**src/include/xform_consts.svh**
```systemverilog
`ifndef XFORM_CONSTS_SVH
`define XFORM_CONSTS_SVH

//////////////////////////////
// geometry unit widths
//////////////////////////////

// one matrix element or coordinate
`define XF_WORD_W    32

// operand RAM addressing
`define XF_ADDR_W    8
`define XF_RAM_DEPTH 256   // one word per address, full 8-bit space

// four elements side by side, element 0 in the top word
`define XF_VEC_W     128

`endif

```
**src/design/xform_pkg.sv**
```systemverilog
`default_nettype none

`include "xform_consts.svh"

package xform_pkg;

    typedef logic signed [`XF_WORD_W-1:0] word_t;   // matrix element / coordinate
    typedef logic [`XF_VEC_W-1:0]         vec4_t;   // row or vector, element 0 on top
    typedef logic [`XF_ADDR_W-1:0]        addr_t;   // operand RAM word address
    typedef logic [1:0]                   row_idx_t;

    typedef enum logic {
        MODE_MODELVIEW  = 1'b0,
        MODE_PROJECTION = 1'b1
    } mode_t;

    typedef enum logic {
        OP_VERTEX = 1'b0,   // 4x4 * 4x1
        OP_MATRIX = 1'b1    // 4x4 * 4x4
    } op_t;

    // transform engine states
    typedef enum logic [2:0] {
        IDLE,
        MAT_RUN,
        MAT_WRITE,
        VTX_EYE,
        VTX_CLIP,
        VTX_DONE
    } eng_state_t;

endpackage

`default_nettype wire

```
**src/design/matrix_regs.sv**
```systemverilog
`timescale 1ns/1ps
`default_nettype none

`include "xform_consts.svh"

module matrix_regs (
    input  logic                 clk,
    input  logic                 arst_n,
    // host row write
    input  logic                 host_wr,
    input  xform_pkg::mode_t     host_mode,
    input  xform_pkg::row_idx_t  host_row,
    input  xform_pkg::vec4_t     host_data,
    // host readback
    input  xform_pkg::mode_t     rd_mode,
    input  xform_pkg::row_idx_t  rd_row,
    output xform_pkg::vec4_t     rd_data,
    // engine peek
    input  xform_pkg::mode_t     peek_mode,
    input  xform_pkg::row_idx_t  peek_row,
    output xform_pkg::vec4_t     peek_data,
    // engine whole-matrix write
    input  logic                 wr_en,
    input  xform_pkg::mode_t     wr_mode,
    input  xform_pkg::vec4_t     wr_row_0,
    input  xform_pkg::vec4_t     wr_row_1,
    input  xform_pkg::vec4_t     wr_row_2,
    input  xform_pkg::vec4_t     wr_row_3
);
    import xform_pkg::*;

    vec4_t mat_q [2][4];    // [mode][row]

    // row r of the identity matrix
    function automatic vec4_t ident_row(int r);
        vec4_t v;
        v = '0;
        v[(3 - r) * `XF_WORD_W +: `XF_WORD_W] = word_t'(1);
        return v;
    endfunction

    //////////////////////////////
    // storage
    //////////////////////////////
    always_ff @(posedge clk or negedge arst_n)
    begin
        if (!arst_n)
        begin
            for (int m = 0; m < 2; m++)
            begin
                for (int r = 0; r < 4; r++)
                begin
                    mat_q[m][r] <= ident_row(r);
                end
            end
        end
        else
        begin
            if (host_wr)
            begin
                mat_q[host_mode][host_row] <= host_data;
            end
            // engine write comes last so it wins on a clash
            if (wr_en)
            begin
                mat_q[wr_mode][0] <= wr_row_0;
                mat_q[wr_mode][1] <= wr_row_1;
                mat_q[wr_mode][2] <= wr_row_2;
                mat_q[wr_mode][3] <= wr_row_3;
            end
        end
    end

    // two independent read ports
    assign rd_data   = mat_q[rd_mode][rd_row];
    assign peek_data = mat_q[peek_mode][peek_row];   // engine operand row

endmodule

`default_nettype wire

```
**config.mk**
```make
export PLATFORM = sky130hd
export DESIGN_NAME = matrix_regs
export DESIGN_NICKNAME = d
export VERILOG_FILES = /design/src/design/xform_pkg.sv /design/src/design/matrix_regs.sv
export VERILOG_INCLUDE_DIRS = /design/src /design/src/include
export SDC_FILE = /design/constraint.sdc
export NUM_CORES = 2
export LEC_CHECK = 0
export ABC_AREA = 0
export BUFFER_PORTS_ARGS = -buffer_cell sky130_fd_sc_hd__clkbuf_2
export CORE_MARGIN = 3
export CORE_UTILIZATION = 30
export CTS_BUF_LIST = sky130_fd_sc_hd__clkbuf_4 sky130_fd_sc_hd__clkbuf_8 sky130_fd_sc_hd__clkbuf_16
export CTS_CLUSTER_DIAMETER = 100
export DETAILED_ROUTE_END_ITERATION = 7
export GPL_TIMING_DRIVEN = 0
export PLACE_DENSITY = 0.5
export RECOVER_POWER = 25
export SLEW_MARGIN = 15
export SYNTH_ARGS = -nofsm -noshare
export SYNTH_HDL_FRONTEND = slang
export SYNTH_SLANG_ARGS = --single-unit
```
**constraint.sdc**
```tcl
create_clock -name clk -period 2 [get_ports clk]
set_clock_uncertainty 0.2 [all_clocks]
set_input_delay 0.1 -clock clk [delete_from_list [all_inputs] [get_ports clk]]
set_output_delay 0.1 -clock clk [all_outputs]
set_load 0.005 [all_outputs]
```
==> flow_summary.toml <==
[logic_synthesis]
synth-simple-area-share = 0.0631
ys_seq_elements = 1024
synth_compound_area_frac = 0.0821
synth_warnings = 0
synth_cell_types = 22
synth_xor_area_frac = 0
yosysTopAreaCell = "dfrtp_1"
postSynthAreaPerCell_um2 = 11.4
synthMuxAreaShare = 0.395
yosysSeqAreaShare = 0.411
synth_area_um2 = 62400
synth_top_family_by_area = "multiplexers"
syn_nets = 6138
synth_top_area_share = 0.407
synthTopCellsByArea = "dfrtp_1, mux4_2, mux2i_1"
postSynthCellCount = 5484
synth_fa_ha_area_frac = 0

[sta]
rsz0062_at_grt = "true"
setup_ws_ns = -0.539
setup_viol = 754
fin_crit_sh = 1.27
period_needed_ns = 2.54
worstMarginPinSlew_ns = 1.31
final_max_slew_viol_count = 0
maxSlewHeadroom = 0.126
finalHoldViolCount = 0
fmax_ghz = 0.394
whs_ns = 0.0171

[clocking]
cts_tree = "done"
cts-root-buf = "clkbuf_16"
htreeDepth = 4
cts_buffers = 132
cts.clk_slew.worst_paths_ns = 0.06
clkLatencyLatePin_ns = 0.82
clockBufferDepth = 3
clock_sinks = 1024

[setup_path]
regToRegSetupSlack_ns = 0.37
end_kind = "output port"
r2r_start = "mat_q[0]"
worstSetupStartpointType = "register"
required_ns = 1.70
cpPeakStageDelay_ns = 0.48
reg2reg_to = "mat_q[0]"
cpMaxStageDelayCell = "mux4_2"
cp.depth = 3
critPathArrivalTime_ns = 2.24
critPathCapture = "rd_data[38]"
path_delay_family = "multiplexers"
criticalPathCategory = "register to output port"
worst-path-max-fanout = 3
ff2ff_path_depth = 3
cp_num_buf_inv = 1
crit_start = "mat_q[678]"
path_cells = "mux4_2 > mux2_4 > buf_6"

[pwr]
p_leak_nw = 39.9
power.density_nw_per_um2 = 810
ir_drop_mv = 0.965

[layout]
largest_register_ffs = 1024
reg_top3 = "mat_q x1024"
fill_cells = 19435
layout_commonest_cell = "dlygate4sd3_1"
nets = 8396
drive_above_1_share = 0.293
final_cell_mix = "dlygate4sd3_1, mux2i_1, dfrtp_1, clkbuf_2"
regMostFlops = "mat_q"
area_growth_syn_to_layout_pct = 43.7

[global_routing]
grt_usage = 0.330
grt_first_pass_wirelength_um = 491000
antenna_found_initial = 82
grt_max_degree = 86
grt_overflow = 0
grt_pass1_vias = 61895

[drt]
via_per_inst = 5.79
final_antenna_net_count = 0
wl_per_cell_um = 34.1
drt_iter0_drc = 7518
drc = 0
wl_um = 365000
vias = 61806
dr.pass1.iters = 6

[place]
pre_cts_slack_ns = -1.14
gp_congestion = 0.905
hpwl_um = 249000
io_buffers = 777

[floorplanning]
die_h_um = 462
rows = 166
initial_utilization = 0.303
core_region_area_um2 = 206000
io-pin-count = 910
die-width_um = 462
die-area_um2 = 214000

[min_path]
hold_depth = 4
hp-start = "wr_row_3[1]"
hp-class = "input port to register"

[status]
status = "finished with violations"
violations = "negative setup slack"

[run]
maxCapViolations = 0
power by group:
part	total [mW]	internal, mW	switching, mW
Clock	26.0	15.3	10.7
Combinational	20.6	10.5	10.1
Sequential	26.1	23.7	2.38
Total	72.7	49.5	23.2
tightest hold or removal path, stage by stage:
cell and delay [ns]:
dlygate4sd3_1 0.62, clkbuf_2 0.15, nor2_1 0.10, a21oi_1 0.04
cells in the mapped netlist:
| cell type | instances |
|---|---|
| a21oi_1 | 512 |
| and2_1 | 1 |
| and4bb_1 | 2 |
| and4bb_2 | 1 |
| buf_1 | 32 |
| buf_2 | 125 |
| buf_4 | 54 |
| buf_6 | 56 |
| clkbuf_1 | 343 |
| dfrtp_1 | 1016 |
| dfstp_2 | 8 |
| mux2_2 | 256 |
| mux2i_1 | 1024 |
| mux4_2 | 512 |
| nand2_1 | 512 |
| nand2b_1 | 1 |
| nand4_1 | 1 |
| nand4b_1 | 3 |
| nor2_1 | 512 |
| nor4b_2 | 1 |
| o21ai_0 | 488 |
| o21ai_1 | 24 |
worst min path at each step:
stage                  end
2_1_floorplan  mat_q[1000]
3_3_place_gp    mat_q[480]
3_5_place_dp    mat_q[889]
4_1_cts        mat_q[1013]
5_1_grt         mat_q[952]
6_report        mat_q[513]
what timing repair did:
item                                    CTS  global route
setup endpoints to repair               876          1396
pin swaps                                 0             0
gates resized for setup                 343           142
endpoints found under the hold margin  1517            30
buffers inserted                         34            99
hold buffers                           1173             6
cloned                                    2             7
per-layer routing:
metal  part of all wire  global-route usage  up-vias
met4              0.074               0.219       36
met1               0.38               0.415    31463
met3               0.12               0.104     1133
met5            0.00063                   0        -
met2               0.43               0.487     4542
li1                   -                   -    24632
metrics by stage:
step,area [µm²],std cells,TNS (ns),util,total power [mW]
5_1_grt,89600,10653,-297.43,0.436,74.8
3_3_place_gp,69800,9033,-,0.339,42.2
2_1_floorplan,62400,5484,0,-,34.9
6_report,89700,10682,-237.32,0.436,72.7
4_1_cts,88500,10505,-240.21,0.430,71.5
3_5_place_dp,70600,9060,-1300.54,0.343,42.8
cell type report:
| type | count | area [µm²] | share of cell area |
|---|---|---|---|
| antenna | 66 | 165 | 0.00184 |
| buffer | 609 | 3320 | 0.0370 |
| clock buffer | 192 | 3910 | 0.0436 |
| clock inverter | 44 | 689 | 0.00768 |
| multi-input combinational | 3850 | 34600 | 0.386 |
| sequential | 1024 | 25600 | 0.286 |
| tap | 2772 | 3470 | 0.0387 |
| timing repair buffer | 2125 | 17900 | 0.200 |
cells by family after synthesis:
group                  Yosys count
and+or+nand+nor               1034
muxes                         1792
buffers and inverters          610
AOI/OAI and AO/OA             1024
DFF                           1024
Power figures use the tool's default switching activity.
